File: config.mk
export PLATFORM = sky130hd
export DESIGN_NAME = psram_cfg_regs
export DESIGN_NICKNAME = d
export VERILOG_FILES = /design/src/hw/psram_bus_pkg.sv /design/src/hw/psram_cfg_regs.sv
export VERILOG_INCLUDE_DIRS = /design/src /design/src/include
export SDC_FILE = /design/constraint.sdc
export NUM_CORES = 1
export LEC_CHECK = 0
export BUFFER_PORTS_ARGS = -buffer_cell sky130_fd_sc_hd__buf_2
export CAP_MARGIN = 20
export CORE_AREA = 2 2 39 41
export DETAILED_ROUTE_END_ITERATION = 8
export DIE_AREA = 0 0 41 43
export GPL_ROUTABILITY_DRIVEN = 0
export PLACE_DENSITY = 0.35
export REMOVE_ABC_BUFFERS = 1
export SYNTH_ARGS = -nofsm -noshare
export SYNTH_HDL_FRONTEND = slang
export SYNTH_SLANG_ARGS = --single-unit
File: constraint.sdc
create_clock -name clk -period 0.8 [get_ports clk]
set_input_delay 0.24 -clock clk [delete_from_list [all_inputs] [get_ports clk]]
set_output_delay 0.24 -clock clk [all_outputs]
set_load 0.05 [all_outputs]
File: src/include/psram_defines.svh
`ifndef PSRAM_DEFINES_SVH
`define PSRAM_DEFINES_SVH

// Bus geometry
`define PSRAM_AW        10
`define PSRAM_DW        16
`define PSRAM_DEPTH     1024

// Legal latency codes, in clocks from the address cycle to the first beat
`define PSRAM_LAT_MIN   3
`define PSRAM_LAT_MAX   6
`define PSRAM_LAT_RST   4

`define PSRAM_BURST_MAX 8   // Longest burst, also the write buffer depth

`endif

File: src/hw/psram_bus_pkg.sv
`default_nettype none

`include "psram_defines.svh"

package psram_bus_pkg;

    // Device side sequencing in the memory model
    typedef enum logic [1:0] {
        dev_idle,   // Waiting for an address cycle
        dev_wait,   // Counting initial latency, wait_o high
        dev_data    // Burst beats
    } psram_dev_state_t;

    // Bus configuration word, sent on addr with cre high
    typedef struct packed {
        logic [`PSRAM_AW-5:0] rsvd;     // Must be zero
        logic                 burst8;   // 0 = 4 words, 1 = 8 words
        logic [2:0]           latency;  // Latency code
    } psram_bcr_t;

endpackage

`default_nettype wire

File: src/hw/psram_cfg_regs.sv
`timescale 1ns/1ps
`default_nettype none

`include "psram_defines.svh"

module psram_cfg_regs import psram_bus_pkg::*; (
    input  logic       clk,
    input  logic       rst_n,
    input  logic       cfg_load,
    input  psram_bcr_t cfg_word,
    output logic [2:0] cfg_latency,
    output logic       cfg_burst8
);

    logic lat_ok;

    // Out of range codes would give a wait phase the device cannot honour
    assign lat_ok = (cfg_word.latency >= 3'(`PSRAM_LAT_MIN)) &&
                    (cfg_word.latency <= 3'(`PSRAM_LAT_MAX));

    always_ff @(posedge clk or negedge rst_n) begin
        if (!rst_n) begin
            cfg_latency <= 3'(`PSRAM_LAT_RST);
            cfg_burst8  <= 1'b0;             // 4 word bursts
        end else if (cfg_load) begin
            if (lat_ok) begin
                cfg_latency <= cfg_word.latency;
            end
            cfg_burst8 <= cfg_word.burst8;   // Either length is legal
        end
    end

endmodule

`default_nettype wire

==> summary.md, run 1 <==
| Metric | Value |
|---|---|
| Status | `complete, but fails checks` |
| Failing checks | `negative setup slack` |
| Setup crit start kind | `flop` |
| Vias in the first global route | `230` |
| Worst-margin pin slew | `0.193 ns` |
| Area Overhead vs Synth | `130%` |
| Worst hold endpoint | `cfg_burst8` |
| First-pass GRT wire length | `841 um` |
| Final setup vio count | `7` |
| Drc violations | `0` |
| Int Pwr | `621 uW` |
| RSZ-0062 raised after global routing | `yes` |
| Clk Latency, worst-skew pair | `0.23 ns` |
| WL per Instance | `9.84 um` |
| Clock transition at the registers of the reported paths | `0.04 ns` |
| Vias | `224` |
| Largest net degree at the start of global routing | `6` |
| Crit path from | `cfg_latency[2]` |
| Crit-path cells | `buf_8` |
| WP data required | `0.56 ns` |
| Ys Warns | `0` |
| CP Max Fanout | `2` |
| Clk pwr share | `0.295` |
| DR pass1 iterations | `2` |
| Count of unique library cells instantiated by Yosys | `10` |
| IO buf count | `10` |
| Reg2Reg Launch Point | `cfg_latency[2]` |
| CP Capture Type | `output port` |
| Die Y-Extent | `43 um` |
| Initial antenna violation count | `0` |
| Starting density of the core | `0.131` |
| Fin crit period | `1.16 ns` |
| Clk sinks | `4` |
| Synth area leaders | `dfrtp_1 41%, dfstp_2 14%, a21oi_1 14%, xor2_1 9.7%, mux2_2 6.2%` |
| DRT Wirelength | `571 um` |
| PD cells | `2230 nW/um^2` |
| Hold Vio Cnt, Final | `0` |
| Combinational share of power | `0.418` |
| GR Util All Layers | `0.0726` |
| Core area | `1380 sq um` |
| Layout Skew | `0 ns` |
| Post-synthesis sequential area ratio | `0.559` |
| Switching Share | `0.333` |
| Detailed Route Iter0 Violations | `1` |
| WP buf/inv | `1` |
| FF-to-FF End | `cfg_latency[2]` |
| CP max stage delay | `0.54 ns` |
| Ys flop type | `dfrtp_1` |
| Commonest cells post-synth | `5 x a21oi_1, 3 x dfrtp_1, 2 x nor2_1, 2 x xor2_1` |
| NetSw | `310 uW` |
| Hold slack | `0.240 ns` |
| CTS tree | `built` |
| F_max | `861 MHz` |
| Chip Width | `41 um` |
| ANT cells | `0` |
| Antenna Nets Post-Route | `0` |
| Crit path DAT | `0.92 ns` |
| TritonCTS Buffers | `3` |
| Slew margin rel. | `0.871` |
| Hold depth | `2` |
| Count leader, synth | `a21oi_1` |
| Die area | `1760 sq um` |
| Worst vdd rail ir drop | `0.750 mV` |
| Seq cells post-synth | `4` |
| Seq pwr share | `0.287` |
| WS Path Type | `flop to output port` |
| Share of async-settable or async-resettable flops after synthesis | `1.00` |
| Avg Synthesized Cell Area | `10.1 sq um` |
| Standard-cell row count | `14` |
| Longest Clk Path Bufs | `2` |
| Vias per cell | `3.86` |
| Synth Instances | `18` |
| Final setup margin | `-0.362 ns` |
| Largest area contributor in the netlist | `dfrtp_1` |
| MaxCap Viol Count | `0` |
| Io pins | `17` |
| GRT overflow | `0` |
| Cell area after synthesis | `181 sq um` |
| FF-to-FF path depth | `5` |
| Internal reg-to-reg setup slack | `-0.30 ns` |
| Leakage | `0.000201 uW` |
| Setup WS pre-CTS | `-0.207 ns` |
| Final Cycle Share | `1.45` |
| Final #Nets | `56` |
| Worst path slowest cell | `dfstp_2` |
| Area share of the largest cell type after synthesis | `0.414` |
| Hold crit path type | `input port to flop` |
| Clock H-tree levels | `1` |
| Share of layout cells above drive strength 1 | `0.690` |
| Slew Limit Fails | `0` |
| Post-synth EDFFs | `0` |
| Hold Startpoint | `cfg_word[3]` |
| Top Family by Delay on Critical Path | `flip-flops` |
| Clock root cell | `clkbuf_4` |
==> sequential cells by signal (all words and copies together) (netlist names) <==
name,count
cfg_latency,3
cfg_burst8,1
==> stage by stage <==
stage | cell area [sq um] | power [uW] | utilization | setup TNS, ns | cells
2_1_floorplan | 181 | 408 | - | -0.903 | 18
4_1_cts | 403 | 926 | 0.291 | -1.31 | 57
3_3_place_gp | 304 | 524 | 0.220 | -0.541 | 51
5_1_grt | 418 | 984 | 0.302 | -1.57 | 58
3_5_place_dp | 304 | 526 | 0.220 | -0.547 | 51
6_report | 418 | 931 | 0.302 | -1.36 | 58
==> kinds of logic (layout without fill, tap and decap cells) <==
kind of cell              count (synthesis)  in the layout  synth area share
muxes                                     1              1            0.0621
and+or+nand+nor                           3              3            0.0621
DFF                                       4              4             0.559
AOI/OAI and AO/OA                         7              7             0.200
xor gates and xnor gates                  2              2            0.0966
buffers and inverters                     1             25            0.0207
==> layer usage <==
layer	vias up	track usage	wire length, um
met1	103	0.0717	225
met5	-	0	0
li1	110	-	-
met2	11	0.119	271
met3	0	0.0314	73
met4	0	0.0400	0
==> how the worst max path moves through the flow <==
stage | end | slack, ns | cells past startpoint
5_1_grt | cfg_latency[2] | -0.38 | 1
3_3_place_gp | cfg_latency[2] | -0.21 | 1
4_1_cts | cfg_latency[2] | -0.37 | 1
2_1_floorplan | cfg_latency[2] | -0.24 | 2
3_5_place_dp | cfg_latency[2] | -0.21 | 1
6_report | cfg_latency[2] | -0.36 | 1
==> cell type report <==
| cell class | count | area (sq um) |
|---|---|---|
| Fill cell | 159 | 966 |
| Sequential cell | 4 | 101 |
| Clock buffer | 4 | 26.3 |
| Inverter | 1 | 3.75 |
| Multi-Input combinational cell | 13 | 95.1 |
| Timing Repair Buffer | 20 | 171 |
| Tap cell | 16 | 20.0 |
==> what timing repair did <==
action / in CTS / in global routing
hold endpoints to repair: 4 / 0
endpoints found under the setup margin: 7 / 7
resized for setup: 16 / 5
buffers inserted: 1 / 3
pin swaps: 1 / 5
hold buffers: 1 / 0
==> worst reg2reg max path, stage by stage, from the launching register on <==
cell	delay (ns)
dfstp_2	0.54
buf_4	0.11
buf_6	0.08
buf_6	0.08
o21ai_2	0.04
a31oi_1	0.17
==> power by group through the flow <==
| stage | clock [uW] | sequential (uW) | combinational (uW) |
|---|---|---|---|
| finish | 275 | 267 | 389 |
| global route | 305 | 268 | 412 |
| CTS | 297 | 266 | 363 |
| detailed placement | 0 | 256 | 270 |
| global placement | 0 | 256 | 268 |
| floorplan | 0 | 364 | 43.9 |
==> placed cells by master, fill, tap and decap left out, drive strengths merged <==
cell         synthesis  final
a21oi                5      5
inv                  1      1
nor2                 2      2
dfstp                1      1
xor2                 2      2
clkbuf               0      4
dfrtp                3      3
dlygate4sd3          0      1
mux2                 1      1
nand2                1      1
o21ai                1      1
a31oi                1      1
buf                  0     19
Power figures use the tool's default switching activity.
==> run 2, diff against run 1 <==
BUFFER_PORTS_ARGS = -buffer_cell sky130_fd_sc_hd__buf_4   (was -buffer_cell sky130_fd_sc_hd__buf_2)
CAP_MARGIN = default   (was 20)
==> run 2 against run 1 <==
The run still ends with negative setup slack left. Cell area fell by 13%. Clock skew did not move. Register-to-register slack improved by 0.24 ns. Critical endpoint unchanged. Largest power group unchanged.
==> summary.md, run 2 (synthesis results as in run 1) <==
| Metric | Value |
|---|---|
| Starting density of the core | `0.131 (unchanged)` |
| Overall Power | `843 uW (-9.4%)` |
| CP max stage delay | `0.55 ns (about the same)` |
| Max FFs per register | `3 (unchanged)` |
| Final #Nets | `50 (-11%)` |
| Worst-margin pin slew | `0.188 ns (-0.00472 ns)` |
| Biggest register | `cfg_latency` |
| Largest net degree at the start of global routing | `7 (+1)` |
| Slew Limit Fails | `0 (unchanged)` |
| Die Y-Extent | `43 um (unchanged)` |
| FF-to-FF End | `cfg_latency[2]` |
| Status | `complete, but fails checks` |
| WP data required | `0.56 ns (about the same)` |
| Standard-cell row count | `14 (unchanged)` |
| Slew margin rel. | `0.874 (+0.00316)` |
| Clock H-tree levels | `1 (unchanged)` |
| Clock root cell | `clkbuf_4` |
| GRT overflow | `0 (unchanged)` |
| Fillers | `154 (-3.1%)` |
| Vias per cell | `3.96 (+2.6%)` |
| Worst vdd rail ir drop | `0.631 mV (-16%)` |
| Crit-path cells | `buf_8` |
| WP buf/inv | `1 (unchanged)` |
| Detailed Route Iter0 Violations | `2 (+1)` |
| Hold slack | `0.234 ns (-0.00574 ns)` |
| Setup crit start kind | `flop` |
| Io pins | `17 (unchanged)` |
| Hold depth | `2 (unchanged)` |
| CP Max Fanout | `3 (+1)` |
| Crit path DAT | `0.93 ns (about the same)` |
| DR pass1 iterations | `3 (+1)` |
| Internal reg-to-reg setup slack | `-0.06 ns (+0.24 ns)` |
| Final Cycle Share | `1.46 (+0.00844)` |
| WS Path Type | `flop to output port` |
| Clk sinks | `4 (unchanged)` |
| Most frequent cells in the layout | `8 x buf_4, 4 x buf_6, 3 x a21oi_1, 3 x dfrtp_1, 3 x clkbuf_4` |
| Hold Startpoint | `cfg_word[3]` |
| Vias | `206 (-8.0%)` |
| CP Capture Type | `output port` |
| Top Family by Delay on Critical Path | `flip-flops` |
| Final setup vio count | `5 (-2)` |
| Layout Skew | `0 ns (unchanged)` |
| F_max | `856 MHz (-0.58%)` |
| Area Overhead vs Synth | `101%` |
| Failing checks | `negative setup slack` |
| FF-to-FF path depth | `2 (-3)` |
| Share of layout cells above drive strength 1 | `0.556 (-0.135)` |
| Fin crit period | `1.17 ns (+0.00675 ns)` |
| First-pass GRT wire length | `752 um (-11%)` |
| GR Util All Layers | `0.0675 (-0.00511)` |
| ANT cells | `0 (unchanged)` |
| DRT Wirelength | `506 um (-11%)` |
| Chip Width | `41 um (unchanged)` |
| TritonCTS Buffers | `3 (unchanged)` |
| IO buf count | `10 (unchanged)` |
| Hold crit path type | `input port to flop` |
| Setup WS pre-CTS | `-0.155 ns (+0.0519 ns)` |
| Worst hold endpoint | `cfg_burst8` |
| Die area | `1760 sq um (unchanged)` |
| Longest Clk Path Bufs | `2 (unchanged)` |
| Reg2Reg Launch Point | `cfg_latency[2]` |
| Largest regs | `cfg_latency x3, cfg_burst8 x1` |
| Most common cell after layout, fill and taps aside | `buf_4` |
| Final setup margin | `-0.369 ns (-0.00675 ns)` |
| Antenna Nets Post-Route | `0 (unchanged)` |
| Core area | `1380 sq um (unchanged)` |
| Initial antenna violation count | `0 (unchanged)` |
| Area of the multi-input gates | `83.8 sq um (-12%)` |
| Worst path slowest cell | `dfstp_2` |
| MaxCap Viol Count | `0 (unchanged)` |
| RSZ-0062 raised after global routing | `yes` |
| WL per Instance | `9.73 um (-1.2%)` |
| PD cells | `2310 nW/um^2 (+3.6%)` |
| Clock transition at the registers of the reported paths | `0.04 ns (about the same)` |
| Leakage | `0.000172 uW (-15%)` |
| Drc violations | `0 (unchanged)` |
| Register area | `101 sq um (unchanged)` |
| Hold Vio Cnt, Final | `0 (unchanged)` |
| Detailed Place HPWL | `365 um` |
| CTS tree | `built` |
| Vias in the first global route | `204 (-11%)` |
| Clk Latency, worst-skew pair | `0.24 ns (about the same)` |
-- run 2: cell types whose count changed in the layout (fill, tap and decap cells not counted) --
| cell | change |
|---|---|
| buf_4 | +3 |
| o21ai_0 | +1 |
| o21ai_2 | -1 |
| a21oi_2 | -2 |
| a21oi_1 | +2 |
| buf_6 | -3 |
| buf_2 | -6 |
-- run 2: cell type report --
class,count,area share
Timing Repair Buffer,14,0.356
Sequential cell,4,0.277
Multi-Input combinational cell,13,0.229
Clock buffer,4,0.0719
Tap cell,16,0.0548
Inverter,1,0.0103
-- run 2: per-layer routing --
layer | GRT usage | routed length, um
met1 | 0.0682 | 214
met2 | 0.0969 | 235
met3 | 0.0314 | 55
met5 | 0 | 0
met4 | 0.0600 | 0
-- run 2: through the flow --
stage	cells	util	area, sq um	TNS [ns]
final	52	0.264	365	-1.11
after global routing	52	0.264	365	-1.30
after CTS	52	0.261	362	-1.15
after detailed placement	46	0.211	292	-0.289
after global placement	46	0.211	292	-0.312
after floorplan	18	-	181	-0.903
-- run 2: how the worst max path moves through the flow --
stage                              start              to  slack, ns  cells past startpoint
final                     cfg_latency[2]  cfg_latency[2]      -0.37                      1
after global routing      cfg_latency[2]  cfg_latency[2]      -0.40                      1
after CTS                 cfg_latency[2]  cfg_latency[2]      -0.38                      1
after detailed placement  cfg_latency[2]  cfg_latency[2]      -0.15                      1
after global placement    cfg_latency[2]  cfg_latency[2]      -0.15                      1
after floorplan           cfg_latency[2]  cfg_latency[2]      -0.24                      2
-- run 2: report_power, final --
| group | total, uW | internal (uW) | leakage, uW | switching [uW] |
|---|---|---|---|---|
| registers | 268 | 240 | 0.0000478 | 28.1 |
| clock network | 275 | 187 | 0.0000150 | 87.3 |
| logic | 301 | 133 | 0.000109 | 168 |
-- run 2: what timing repair did --
| item | 4_1_cts | 5_1_grt |
|---|---|---|
| buffers inserted | 1 | 0 |
| hold endpoints to repair | 4 | 0 |
| hold buffers | 1 | 0 |
| pin swaps | 1 | 0 |
| resized for setup | 7 | 1 |
| setup endpoints to repair | 5 | 6 |
