[src/include/psram_defines.svh]
`ifndef PSRAM_DEFINES_SVH
`define PSRAM_DEFINES_SVH

// Bus geometry
`define PSRAM_AW        10
`define PSRAM_DW        16
`define PSRAM_DEPTH     1024

// Legal latency codes, in clocks from the address cycle to the first beat
`define PSRAM_LAT_MIN   3
`define PSRAM_LAT_MAX   6
`define PSRAM_LAT_RST   4

`define PSRAM_BURST_MAX 8   // Longest burst, also the write buffer depth

`endif

[src/hw/psram_bus_pkg.sv]
`default_nettype none

`include "psram_defines.svh"

package psram_bus_pkg;

    // Device side sequencing in the memory model
    typedef enum logic [1:0] {
        dev_idle,   // Waiting for an address cycle
        dev_wait,   // Counting initial latency, wait_o high
        dev_data    // Burst beats
    } psram_dev_state_t;

    // Bus configuration word, sent on addr with cre high
    typedef struct packed {
        logic [`PSRAM_AW-5:0] rsvd;     // Must be zero
        logic                 burst8;   // 0 = 4 words, 1 = 8 words
        logic [2:0]           latency;  // Latency code
    } psram_bcr_t;

endpackage

`default_nettype wire

[src/hw/psram_host_pkg.sv]
`default_nettype none

package psram_host_pkg;

    // Host request codes
    typedef enum logic [1:0] {
        op_read   = 2'b00,
        op_write  = 2'b01,
        op_config = 2'b10
    } psram_op_t;

    // Controller FSM
    typedef enum logic [2:0] {
        st_idle,    // Ready for a request
        st_fill,    // Collecting write data into the buffer
        st_addr,    // Address cycle on the bus
        st_wait,    // Initial latency
        st_data,    // Burst beats
        st_cfg      // Gap while the register block settles
    } psram_ctrl_state_t;

endpackage

`default_nettype wire

[src/hw/psram_bus_if.sv]
`timescale 1ns/1ps
`default_nettype none

`include "psram_defines.svh"

interface psram_bus_if;

    logic [`PSRAM_AW-1:0] addr;
    logic                 adv_n;
    logic                 ce_n;
    logic                 oe_n;
    logic                 we_n;
    logic                 cre;      // Configuration register access
    logic                 wait_o;   // Device still in initial latency
    logic [`PSRAM_DW-1:0] wdata;
    logic [`PSRAM_DW-1:0] rdata;

    modport ctrl (output addr, adv_n, ce_n, oe_n, we_n, cre, wdata,
                  input  wait_o, rdata);

    modport mem (input  addr, adv_n, ce_n, oe_n, we_n, cre, wdata,
                 output wait_o, rdata);

endinterface

`default_nettype wire

[src/hw/psram_ctrl.sv]
`timescale 1ns/1ps
`default_nettype none

`include "psram_defines.svh"

module psram_ctrl import psram_bus_pkg::*, psram_host_pkg::*; (
    input  logic                 clk,
    input  logic                 rst_n,
    input  logic                 req_valid,
    output logic                 req_ready,
    input  psram_op_t            req_op,
    input  logic [`PSRAM_AW-1:0] req_addr,
    input  logic                 wr_valid,
    output logic                 wr_ready,
    input  logic [`PSRAM_DW-1:0] wr_data,
    output logic                 rd_valid,
    output logic [`PSRAM_DW-1:0] rd_data,
    output logic                 rd_last,
    input  logic [2:0]           cfg_latency,
    input  logic                 cfg_burst8,
    output logic                 cfg_load,
    output psram_bcr_t           cfg_word,
    psram_bus_if.ctrl            bus
);

    localparam int BW = $clog2(`PSRAM_BURST_MAX);

    psram_ctrl_state_t    state, state_nx;
    psram_op_t            op_q;
    logic [`PSRAM_AW-1:0] addr_q;
    logic [`PSRAM_DW-1:0] wbuf [`PSRAM_BURST_MAX];
    logic [BW-1:0]        beat_cnt;   // Fill index, then bus beat index
    logic [2:0]           lat_cnt;
    logic                 req_fire, wr_fire, beat_last, lat_done, rd_beat, cfg_cycle;
    psram_bcr_t           cfg_bcr;

    assign req_fire  = req_valid && req_ready;
    assign wr_fire   = wr_valid && wr_ready;
    assign beat_last = beat_cnt == (cfg_burst8 ? BW'(`PSRAM_BURST_MAX - 1)
                                               : BW'(`PSRAM_BURST_MAX / 2 - 1));
    assign lat_done  = lat_cnt == 3'd0;
    assign rd_beat   = (state == st_data) && (op_q == op_read) && !bus.wait_o;
    assign cfg_cycle = (state == st_addr) && (op_q == op_config);

    // Register block takes the raw word, the device gets what was kept
    assign cfg_load = req_fire && (req_op == op_config);
    assign cfg_word = psram_bcr_t'(req_addr);
    assign cfg_bcr  = '{rsvd: '0, burst8: cfg_burst8, latency: cfg_latency};

    always_comb begin
        state_nx = state;
        case (state)
            st_idle: if (req_fire) begin
                case (req_op)
                    op_read:   state_nx = st_addr;
                    op_write:  state_nx = st_fill;
                    op_config: state_nx = st_cfg;
                    default:   state_nx = st_idle;
                endcase
            end
            st_fill: if (wr_fire && beat_last) state_nx = st_addr;
            st_cfg:  state_nx = st_addr;
            st_addr: state_nx = (op_q == op_config) ? st_idle : st_wait;
            st_wait: if (lat_done) state_nx = st_data;
            st_data: if (beat_last) state_nx = st_idle;
            default: state_nx = st_idle;
        endcase
    end

    always_ff @(posedge clk or negedge rst_n) begin
        if (!rst_n) begin
            state     <= st_idle;
            op_q      <= op_read;
            beat_cnt  <= '0;
            lat_cnt   <= '0;
            req_ready <= 1'b0;
            wr_ready  <= 1'b0;
            rd_valid  <= 1'b0;
            rd_last   <= 1'b0;
        end else begin
            state     <= state_nx;
            req_ready <= state_nx == st_idle;   // Tracks the state, no lag
            wr_ready  <= state_nx == st_fill;
            rd_valid  <= rd_beat;
            rd_last   <= rd_beat && beat_last;
            if (req_fire) op_q <= req_op;

            // Wait phase lasts latency minus one cycles
            if (state == st_addr) begin
                lat_cnt <= cfg_latency - 3'd2;
            end else if (state == st_wait && !lat_done) begin
                lat_cnt <= lat_cnt - 3'd1;
            end

            if (req_fire || state == st_wait) begin
                beat_cnt <= '0;
            end else if (wr_fire || state == st_data) begin
                beat_cnt <= beat_cnt + 1'b1;
            end
        end
    end

    always_ff @(posedge clk) begin
        if (req_fire) addr_q <= req_addr;
        if (wr_fire) wbuf[beat_cnt] <= wr_data;
        if (rd_beat) rd_data <= bus.rdata;
    end

    // Bus strobes decode straight from the state
    assign bus.ce_n  = !(state inside {st_addr, st_wait, st_data});
    assign bus.adv_n = state != st_addr;
    assign bus.we_n  = !((state == st_addr) && (op_q != op_read));
    assign bus.oe_n  = !((op_q == op_read) && (state inside {st_wait, st_data}));
    assign bus.cre   = cfg_cycle;
    assign bus.addr  = cfg_cycle ? cfg_bcr : addr_q;
    assign bus.wdata = wbuf[beat_cnt];

endmodule

`default_nettype wire

[src/flat_wrapper.sv]
// flat-port wrapper written by rule: the top's interface ports become plain ports
module psram_ctrl_flat import psram_bus_pkg::*, psram_host_pkg::*;
  (clk, rst_n, req_valid, req_ready, req_op, req_addr, wr_valid, wr_ready, wr_data, rd_valid, rd_data, rd_last, cfg_latency, cfg_burst8, cfg_load, cfg_word, bus_addr, bus_adv_n, bus_ce_n, bus_oe_n, bus_we_n, bus_cre, bus_wdata, bus_wait_o, bus_rdata);
  psram_bus_if bus_i ();
  input  logic clk;
  input  logic rst_n;
  input  logic req_valid;
  output logic req_ready;
  input  psram_op_t req_op;
  input  logic [`PSRAM_AW-1:0] req_addr;
  input  logic wr_valid;
  output logic wr_ready;
  input  logic [`PSRAM_DW-1:0] wr_data;
  output logic rd_valid;
  output logic [`PSRAM_DW-1:0] rd_data;
  output logic rd_last;
  input  logic [2:0] cfg_latency;
  input  logic cfg_burst8;
  output logic cfg_load;
  output psram_bcr_t cfg_word;
  output wire logic [$bits(bus_i.addr)-1:0] bus_addr;
  output wire logic [$bits(bus_i.adv_n)-1:0] bus_adv_n;
  output wire logic [$bits(bus_i.ce_n)-1:0] bus_ce_n;
  output wire logic [$bits(bus_i.oe_n)-1:0] bus_oe_n;
  output wire logic [$bits(bus_i.we_n)-1:0] bus_we_n;
  output wire logic [$bits(bus_i.cre)-1:0] bus_cre;
  output wire logic [$bits(bus_i.wdata)-1:0] bus_wdata;
  input wire logic [$bits(bus_i.wait_o)-1:0] bus_wait_o;
  input wire logic [$bits(bus_i.rdata)-1:0] bus_rdata;
  assign bus_addr = bus_i.addr;
  assign bus_adv_n = bus_i.adv_n;
  assign bus_ce_n = bus_i.ce_n;
  assign bus_oe_n = bus_i.oe_n;
  assign bus_we_n = bus_i.we_n;
  assign bus_cre = bus_i.cre;
  assign bus_wdata = bus_i.wdata;
  assign bus_i.wait_o = bus_wait_o;
  assign bus_i.rdata = bus_rdata;
  psram_ctrl u_core (.clk(clk), .rst_n(rst_n), .req_valid(req_valid), .req_ready(req_ready), .req_op(req_op), .req_addr(req_addr), .wr_valid(wr_valid), .wr_ready(wr_ready), .wr_data(wr_data), .rd_valid(rd_valid), .rd_data(rd_data), .rd_last(rd_last), .cfg_latency(cfg_latency), .cfg_burst8(cfg_burst8), .cfg_load(cfg_load), .cfg_word(cfg_word), .bus(bus_i));
endmodule
[config.mk]
export PLATFORM = sky130hd
export DESIGN_NAME = psram_ctrl_flat
export DESIGN_NICKNAME = d
export VERILOG_FILES = /design/src/hw/psram_bus_pkg.sv /design/src/hw/psram_host_pkg.sv /design/src/hw/psram_bus_if.sv /design/src/hw/psram_ctrl.sv /design/src/flat_wrapper.sv
export VERILOG_INCLUDE_DIRS = /design/src /design/src/include
export SDC_FILE = /design/constraint.sdc
export NUM_CORES = 1
export LEC_CHECK = 0
export CAP_MARGIN = 20
export CORE_MARGIN = 2
export CORE_UTILIZATION = 50
export CTS_BUF_LIST = sky130_fd_sc_hd__clkbuf_8
export CTS_CLUSTER_DIAMETER = 60
export DETAILED_ROUTE_END_ITERATION = 8
export DONT_BUFFER_PORTS = 1
export GPL_TIMING_DRIVEN = 0
export SETUP_SLACK_MARGIN = 0.05
export SLEW_MARGIN = 30
export SYNTH_ARGS = -nofsm -noshare
export SYNTH_HDL_FRONTEND = slang
export SYNTH_SLANG_ARGS = --single-unit
[constraint.sdc]
create_clock -name clk -period 4.8 [get_ports clk]
set_clock_uncertainty 0.1 [all_clocks]
set_input_delay 0.72 -clock clk [delete_from_list [all_inputs] [get_ports clk]]
set_output_delay 0.72 -clock clk [all_outputs]
set_load 0.005 [all_outputs]
==> flow_summary.toml, run 1 <==
[outcome]
status = "finished, final reports clean"

[sta]
min_period_over_period_pct = 62.2
slew_violations = 0
worstMarginPinSlew_ps = 765
fin_ws_ps = 1810
rsz0062_at_grt = "false"
slew_headroom_pct = 49.0
period_minus_slack_ps = 2990
fmax_mhz = 335
final.setup.tns_ps = 0
hold_violations = 0
setup_viol = 0

[drt]
drc = 0
first_iter_violations = 185
viasPerCell = 5.63
wl_per_cell_um = 22.3
num_vias = 3072
ant_nets = 0
wl_mm = 12.2
drtPass1Iterations = 4

[layout]
regArea_mm2 = 0.00500
design_area_mm2 = 0.00754
nNetsFinal = 416
drive_above_1_share_pct = 27.0
fill_cells = 1017
diodes = 0
multi_input_area_mm2 = 0.00166
fin_cells = 546
layout_commonest_cell = "edfxtp_1"
area_delta_synth_final_pct = 11.0
final_cell_mix = "edfxtp_1, mux4_1, mux2_2"

[hold_path]
worstHoldStart = "cfg_latency[1]"
whs_endpoint = "u_core.lat_cnt[1]"
holdPathStages = 1
hold_class = "in2reg"

[synth]
synthFlopType = "edfxtp_1"
yosysTopAreaCell = "edfxtp_1"
synth_simple_gate_area_share_pct = 4.66
post_synth.cell_area_avg_um2 = 20.5
synth_compound_area_share_pct = 1.44
ys_ff_latch = 169
yosysSeqAreaShare_pct = 73.6
synth.distinct_cells = 39
synthAdderAreaFrac_pct = 1.10
syn_nets = 391
synth_edf_count = 154
post_synth_mux_area_share_pct = 15.7
synth_top_family_by_area = "multiplexers"
yosys_warnings = 0
syn_area_mm2 = 0.00679
synthCells = 332
synthXorXnorAreaFrac_pct = 0.773
postSynth.asyncResetShare_pct = 8.88
synth.area.top_cells = "edfxtp_1, mux4_1, dfrtp_1"
synth_top_area_share_pct = 68.1

[worst_setup_path]
r2r_slack_ps = 2410
crit_buf_inv = 2
critical_path_class = "reg2out"
crit_required_ps = 3980
cp-end-kind = "primary output"
cpLargestDelayFamily = "buffers and inverters"
arrival_ps = 2170
rr_endpoint = "u_core.wbuf[6][5]"
cpMostUsedCell = "buf_2"
slowest_stage = "dfrtp_1"
reg2reg_depth = 3
regToRegStartpoint = "u_core.beat_cnt[1]"
path_max_fanout = 10
critPathMaxStageDelay_ps = 380
worst_setup_path_start_kind = "register"
path_cells = "buf_2 -> buf_2 -> mux4_2 -> mux2_2"

[global_route]
gr-total-overflow = 0
grt_pass1_vias = 3128
grt_pass1_wl_mm = 18.4
grt_max_degree = 19
antenna_found_initial = 0
track_usage_pct = 17.7

[clocking]
cts-root-buf = "clkbuf_8"
post_cts_resized = 0
cts.sinks = 169
htree_levels = 4
clkTransAtPathRegs_ps = 80
cts_buffers = 17
cts_tree = "built"
clk_latency_ps = 440
clockBufferDepth = 2

[place]
dp_cells = 512
post-dp-hpwl_mm = 7.71
place_congestion = 0.797
pre_cts_ws_ps = 2180
placed_area_mm2 = 0.00711
portBuffers = 0

[floorplan]
dieArea_mm2 = 0.0145
die_y_um = 121
placementRows = 42
core_area_mm2 = 0.0132
io_pins = 115
start_util_pct = 51.3
die_w_um = 121

[pwr]
pwr-share-seq_pct = 50.9
swShare_pct = 26.3
p_leak_uw = 0.00251
p_sw_uw = 927
clkPwrFrac_pct = 28.8
power_frac_comb_pct = 20.3
p_total_uw = 3530
ir_drop_v = 0.000229
p_per_area_mw_per_mm2 = 468
intPower_uw = 2600

[job]
maxCapViolCount = 0
[metal layers]
layer  share of wire [%]  routed length, µm  track usage, %  vias to the layer above
met5                   0                  0               0                        -
met4                 1.6                195            6.76                        0
met3                 6.9                840            6.37                       15
met2                  49               5960            28.5                      117
met1                  42               5160            22.1                     1555
li1                    -                  -               -                     1385
[cell families (layout without fill, tap and decap cells)]
kind of cell	Yosys count	after routing
compound gates	14	14
fa+ha+maj	6	6
buf+inv	30	68
xor+xnor	6	6
mux	55	55
flops	169	169
simple gates	52	52
[cells in the mapped netlist, types with 4 or more instances]
master / count
buf_6: 4
xnor2_1: 5
nand2_1: 10
nor3b_1: 4
o21ai_0: 6
mux2_2: 21
ha_1: 6
buf_2: 4
nor2_1: 10
and2_1: 9
inv_1: 8
mux4_1: 23
edfxtp_1: 154
mux4_2: 9
buf_4: 11
dfrtp_1: 15
[final cells by class]
type,instances,share of cell area (%)
Tap cell,176,2.92
Clock inverter,15,2.37
Inverter,8,0.398
Clock buffer,17,3.10
Sequential cell,169,66.3
Timing Repair Buffer,6,0.780
Multi-Input combinational cell,133,22.0
Buffer,22,2.11
[worst max path at each step]
stage | cells past startpoint | slack, ps | from | end
3_3_place_gp | 3 | 830 | wr_valid | u_core.wbuf[1][3]
5_1_grt | 4 | 1680 | u_core.beat_cnt[2] | bus_wdata[4]
2_1_floorplan | 3 | 2130 | wr_valid | u_core.wbuf[0][0]
3_5_place_dp | 5 | 2180 | wr_valid | u_core.wbuf[0][5]
6_report | 4 | 1810 | u_core.beat_cnt[2] | bus_wdata[1]
4_1_cts | 4 | 1740 | u_core.beat_cnt[2] | bus_wdata[2]
[registers in the layout (all words and copies together) (netlist names), 2 cells and up]
| register | flops |
|---|---|
| u_core.state | 3 |
| u_core.addr_q | 10 |
| u_core.rd_data | 16 |
| u_core.lat_cnt | 3 |
| u_core.wbuf | 128 |
| u_core.beat_cnt | 3 |
| u_core.op_q | 2 |
[power by group through the flow]
| stage | clock [µW] | combinational (µW) | sequential, µW |
|---|---|---|---|
| global route | 1110 | 777 | 1810 |
| CTS | 1040 | 731 | 1800 |
| finish | 1020 | 716 | 1800 |
| global placement | 0 | 685 | 1830 |
| detailed placement | 0 | 723 | 1830 |
| floorplan | 0 | 545 | 1810 |
[stage by stage]
| step | util (%) | hold WS (ps) |
|---|---|---|
| 6_report | 56.9 | 256 |
| 5_1_grt | 56.9 | 216 |
| 3_3_place_gp | 53.0 | 325 |
| 3_5_place_dp | 53.7 | 325 |
| 4_1_cts | 56.9 | 231 |
| 2_1_floorplan | - | 324 |
[repair_timing]
action,CTS,global route
hold buffers,1,0
hold endpoints to repair,15,0
buffers inserted,0,0
Power figures use the tool's default switching activity.
==> run 2: changes to the inputs <==
Settings changed: ABC_AREA from default to 1.
Clock period 4.8 ns to 2.8 ns, I/O delays scaled along.
==> run 2 against run 1 <==
Net effect:
- clock power up 48%
- highest routed layer unchanged
- critical path depth up 1
- synthesized area up 0.18%
- cell area up 4.8%
- global-route usage up 4.5 points
- non-clock buffer count up 48
- final cell count up 45%
- worst setup slack worse by 1500 ps
- sequential power up 72%
==> flow_summary.toml, run 2 <==
[clocking]
post_cts_resized = 0
cts_tree = "built"
hold_buffers = 44
cts_buffers = 17
htree_levels = 4
clockBufferDepth = 2
clkTransAtPathRegs_ps = 70
postCtsSetupBuffers = 0
clk_latency_ps = 440
cts.sinks = 169
cts-root-buf = "clkbuf_8"

[sta]
slew_headroom_pct = 52.7
hold_violations = 0
hold_slack_ps = 89.0
min_period_over_period_pct = 88.8
fmax_mhz = 402
period_minus_slack_ps = 2490
rsz0062_at_grt = "false"
setup_viol = 0
slew_violations = 0
worstMarginPinSlew_ps = 707

[layout]
fin_cells = 792
multi_input_area_mm2 = 0.00154
regArea_mm2 = 0.00500
drive_above_1_share_pct = 14.6
nNetsFinal = 662
area_delta_synth_final_pct = 16.1
largest_reg_flops = 128
reg_top3 = "u_core.wbuf (128), u_core.rd_data (16), u_core.addr_q (10)"
layout_commonest_cell = "edfxtp_1"
fill_cells = 1101
final_cell_mix = "edfxtp_1, nor2_1, o21ai_0"
design_area_mm2 = 0.00790
regMostFlops = "u_core.wbuf"
diodes = 0

[pwr]
p_leak_uw = 0.00288
p_total_uw = 6340
p_per_area_mw_per_mm2 = 802
ir_drop_v = 0.000373

[place]
post-dp-hpwl_mm = 9.45
portBuffers = 0
placed_area_mm2 = 0.00712
place_congestion = 0.786
dp_cells = 716

[worst_setup_path]
critPathMaxStageDelay_ps = 490
worst_setup_path_start_kind = "register"
path_max_fanout = 10
slowest_stage = "dfrtp_1"
regToRegStartpoint = "u_core.beat_cnt[0]"
crit_buf_inv = 2
path_cells = "nand2_2 -> inv_2 -> clkbuf_4 -> o21ai_0 -> o2111ai_1"
cp-end-kind = "primary output"
reg2reg_depth = 5
arrival_ps = 1970
critical_path_class = "reg2out"
rr_endpoint = "u_core.wbuf[5][11]"
r2r_slack_ps = 430
cpLargestDelayFamily = "flip-flops"
crit_required_ps = 2280

[global_route]
use_met3_pct = 5.99
busiest_layer = "met2"
use_met1_pct = 29.8
grt_max_degree = 17
track_usage_pct = 22.2
met2_usage_pct = 34.6
grt_pass1_wl_mm = 23.4
grt_pass1_vias = 4251
antenna_found_initial = 0
gr-total-overflow = 0

[hold_path]
worstHoldStart = "req_op[1]"
whs_endpoint = "u_core.op_q[1]"
holdPathStages = 2
hold_class = "in2reg"

[floorplan]
dieArea_mm2 = 0.0146
die_w_um = 121
core_area_mm2 = 0.0132
placementRows = 42
die_y_um = 121
io_pins = 115
start_util_pct = 51.4

[drt]
wl_per_cell_um = 19.2
num_vias = 4257
viasPerCell = 5.38
wl_mm = 15.2
drtPass1Iterations = 5
drc = 0
first_iter_violations = 319
ant_nets = 0

[synth]
postSynth.asyncResetShare_pct = 8.88
synth.most_common_cell = "edfxtp_1"
syn_nets = 596
synthFlopType = "edfxtp_1"
syn_area_mm2 = 0.00681
synth_common_cells = "edfxtp_1, nor2_1, o21ai_0"
synth_edf_count = 154
post_synth.cell_area_avg_um2 = 12.7
synth.area.top_cells = "edfxtp_1, nor2_1, dfrtp_1"
yosysSeqAreaShare_pct = 73.5
yosysTopAreaCell = "edfxtp_1"
synthCells = 537
synth_top_area_share_pct = 67.9
yosys_warnings = 0
synth.distinct_cells = 29
ys_ff_latch = 169

[outcome]
status = "finished, final reports clean"

[job]
maxCapViolCount = 0
[run 2: cell types whose count changed after synthesis, sizes merged, moves of 6 or more]
| cell | before | now |
|---|---|---|
| and2 | 9 | 0 |
| inv | 8 | 32 |
| mux2 | 21 | 0 |
| mux4 | 32 | 0 |
| nand2 | 10 | 41 |
| nand3 | 1 | 10 |
| nor2 | 10 | 147 |
| nor3b | 6 | 0 |
| o2111ai | 0 | 16 |
| o21ai | 6 | 78 |
[run 2: layout make-up]
type / instances / area share [%]
Tap cell: 176 / 2.79
Timing Repair Buffer: 47 / 6.00
Clock buffer: 17 / 2.96
Inverter: 32 / 1.52
Buffer: 29 / 2.57
Sequential cell: 169 / 63.3
Multi-Input combinational cell: 307 / 19.5
Clock inverter: 15 / 1.41
[run 2: power by group]
group | total [µW] | leakage [µW] | switching [µW] | internal (µW)
registers | 3090 | 0.00158 | 110 | 2980
clock network | 1510 | 0.000183 | 828 | 685
logic | 1740 | 0.00111 | 1210 | 526
total | 6340 | 0.00288 | 2150 | 4190
[run 2: worst max path at each step]
stage | start | end | slack [ps] | depth (start not counted)
6_report | u_core.beat_cnt[1] | bus_wdata[13] | 310 | 5
4_1_cts | u_core.beat_cnt[1] | bus_wdata[13] | 270 | 5
5_1_grt | u_core.beat_cnt[1] | bus_wdata[13] | 170 | 5
2_1_floorplan | u_core.state[0] | u_core.rd_data[0] | 360 | 3
3_5_place_dp | u_core.beat_cnt[0] | u_core.wbuf[0][4] | 430 | 5
3_3_place_gp | u_core.beat_cnt[0] | u_core.wbuf[6][11] | -210 | 4
[run 2: kinds of logic after synthesis]
kind of cell	count (synthesis)	synth area share, %
buffers and inverters	61	4.74
flip-flops	169	73.5
adder cells (fa/ha/maj)	6	1.10
XOR/XNOR	2	0.257
AO/OA/AOI/OAI	97	8.16
AND/OR/NAND/NOR	202	12.3
[run 2: per-stage QoR]
stage,worst slack (ps),util (%),setup TNS (ps)
2_1_floorplan,363,-,0
3_3_place_gp,-211,53.1,-17810
3_5_place_dp,435,53.7,0
4_1_cts,273,59.7,0
5_1_grt,171,59.7,0
6_report,313,59.7,0
[run 2: worst register-to-register path, delay by kind of cell (launching register included)]
family	cells	cell delay (ps)
buf+inv	3	720
simple gates	2	850
flops	1	420
[run 2: metal layers]
metal  vias to the layer above  wire length [µm]
met5                         -                 0
met4                         0               319
met3                        22               991
met2                       136              7270
met1                      2085              6640
li1                       2014                 -
==> run 3: changes to the inputs <==
Settings changed: PLACE_DENSITY from default to 0.73.
==> run 3 against run 2 <==
Net effect:
- die area is the same
- first-iteration DRC count grew 9.1%
- combinational power is essentially flat
- core utilization grew 0.21 points
- register-to-register slack gained 60 ps
- via count grew 3.1%
- clock-buffer cell count is the same
- hold slack lost 41 ps
- total power grew 1.2%
- clock power grew 5%
- critical endpoint is now bus_wdata[10]
==> flow_summary.toml, run 3 (synthesis results as in run 2) <==
[layout]
layout_commonest_cell = "edfxtp_1"
nNetsFinal = 663
reg_top3 = "u_core.wbuf (128), u_core.rd_data (16), u_core.addr_q (10)"
area_delta_synth_final_pct = 16.5
drive_above_1_share_pct = 14.7
diodes = 0
fill_cells = 1069
largest_reg_flops = 128
final_cell_mix = "edfxtp_1, nor2_1, o21ai_0"
regMostFlops = "u_core.wbuf"

[clocking]
cts_tree = "built"
post_cts_resized = 0
clkTransAtPathRegs_ps = 90
postCtsSetupBuffers = 0
cts-root-buf = "clkbuf_8"
clockBufferDepth = 2
htree_levels = 4
clk_latency_ps = 450
cts.sinks = 169
cts_buffers = 17

[sta]
setup_viol = 0
slew_headroom_pct = 51.3
fmax_mhz = 401
min_period_over_period_pct = 89.1
rsz0062_at_grt = "false"
fin_ws_ps = 305
worstMarginPinSlew_ps = 728
period_minus_slack_ps = 2490
hold_violations = 0
slew_violations = 0
hold_slack_ps = 47.7

[place]
portBuffers = 0
post-dp-hpwl_mm = 9.66
place_congestion = 0.805
pre_cts_ws_ps = 545

[drt]
wl_per_cell_um = 19.8
ant_nets = 0
viasPerCell = 5.54
num_vias = 4390
drc = 0
wl_mm = 15.7
drtPass1Iterations = 5
first_iter_violations = 348

[pwr]
ir_drop_v = 0.000373
p_leak_uw = 0.00289
p_per_area_mw_per_mm2 = 809
p_total_uw = 6420

[floorplan]
core_area_mm2 = 0.0132
dieArea_mm2 = 0.0146
die_w_um = 121
start_util_pct = 51.4
die_y_um = 121
placementRows = 42
io_pins = 115

[worst_setup_path]
crit_required_ps = 2280
cp-end-kind = "primary output"
critical_path_class = "reg2out"
regToRegStartpoint = "u_core.beat_cnt[0]"
worst_setup_path_start_kind = "register"
path_max_fanout = 10
cp-startpoint = "u_core.beat_cnt[1]"
arrival_ps = 1970

[global_route]
met2_usage_pct = 37.9
gr-total-overflow = 0
busiest_layer = "met2"
grt_max_degree = 17
track_usage_pct = 22.4
antenna_found_initial = 0
use_met3_pct = 5.61
grt_pass1_wl_mm = 23.9
grt_pass1_vias = 4536
use_met1_pct = 27.0

[job]
maxCapViolCount = 0

[hold_path]
hold_class = "in2reg"
worstHoldStart = "req_op[1]"

[outcome]
status = "finished, final reports clean"
==> run 3: final cells by class <==
type | count | area [µm²] | share of cell area [%]
multi-input cells | 307 | 1530 | 19.3
repair buffers | 48 | 493 | 6.22
well taps | 176 | 220 | 2.78
clock buffers | 17 | 234 | 2.95
inverters | 32 | 120 | 1.51
clock inverters | 15 | 125 | 1.58
flip-flops and latches | 169 | 5000 | 63.1
plain buffers | 29 | 203 | 2.56
==> run 3: metal layers <==
| layer | share of wire, % | wire (µm) |
|---|---|---|
| met1 | 40 | 6260 |
| met2 | 52 | 8120 |
| met3 | 6.8 | 1080 |
| met4 | 1.7 | 260 |
| met5 | 0 | 0 |
==> run 3: per-stage QoR <==
stage	TNS, ps	utilization, %	std cells	area, µm²
after global placement	-8690	53.1	713	7030
after floorplan	0	-	537	6810
after global routing	0	59.9	793	7930
final	0	59.9	793	7930
after CTS	0	59.9	793	7930
after detailed placement	0	53.8	717	7130
==> run 3: path summary, 6_finish.rpt <==
kind                            slack (ps)  cells past startpoint                 end
worst max-delay path                   310                      5       bus_wdata[10]
worst min-delay path                    50                      2      u_core.op_q[1]
worst max register to register         490                      5  u_core.wbuf[2][12]
worst min register to register         430                      2      u_core.op_q[0]
max in group asynchronous             1780                      1     u_core.state[1]
min in group asynchronous              360                      1     u_core.wr_ready
==> run 3: power breakdown <==
part / internal [µW] / switching [µW] / total (µW) / leakage, µW
sequential: 2980 / 108 / 3090 / 0.00158
combinational: 526 / 1220 / 1740 / 0.00112
clock: 702 / 884 / 1590 / 0.000182
total: 4210 / 2210 / 6420 / 0.00289
==> run 3: repair_timing <==
item                       4_1_cts  5_1_grt
setup endpoints to repair        0        0
hold endpoints to repair       171        0
hold buffers                    44        0
==> run 3: worst max-delay path, stage by stage, from the launching register on <==
cell	delay (ps)
dfrtp_1	480
nand2_2	150
inv_2	170
clkbuf_4	270
o21ai_0	130
o2111ai_1	310
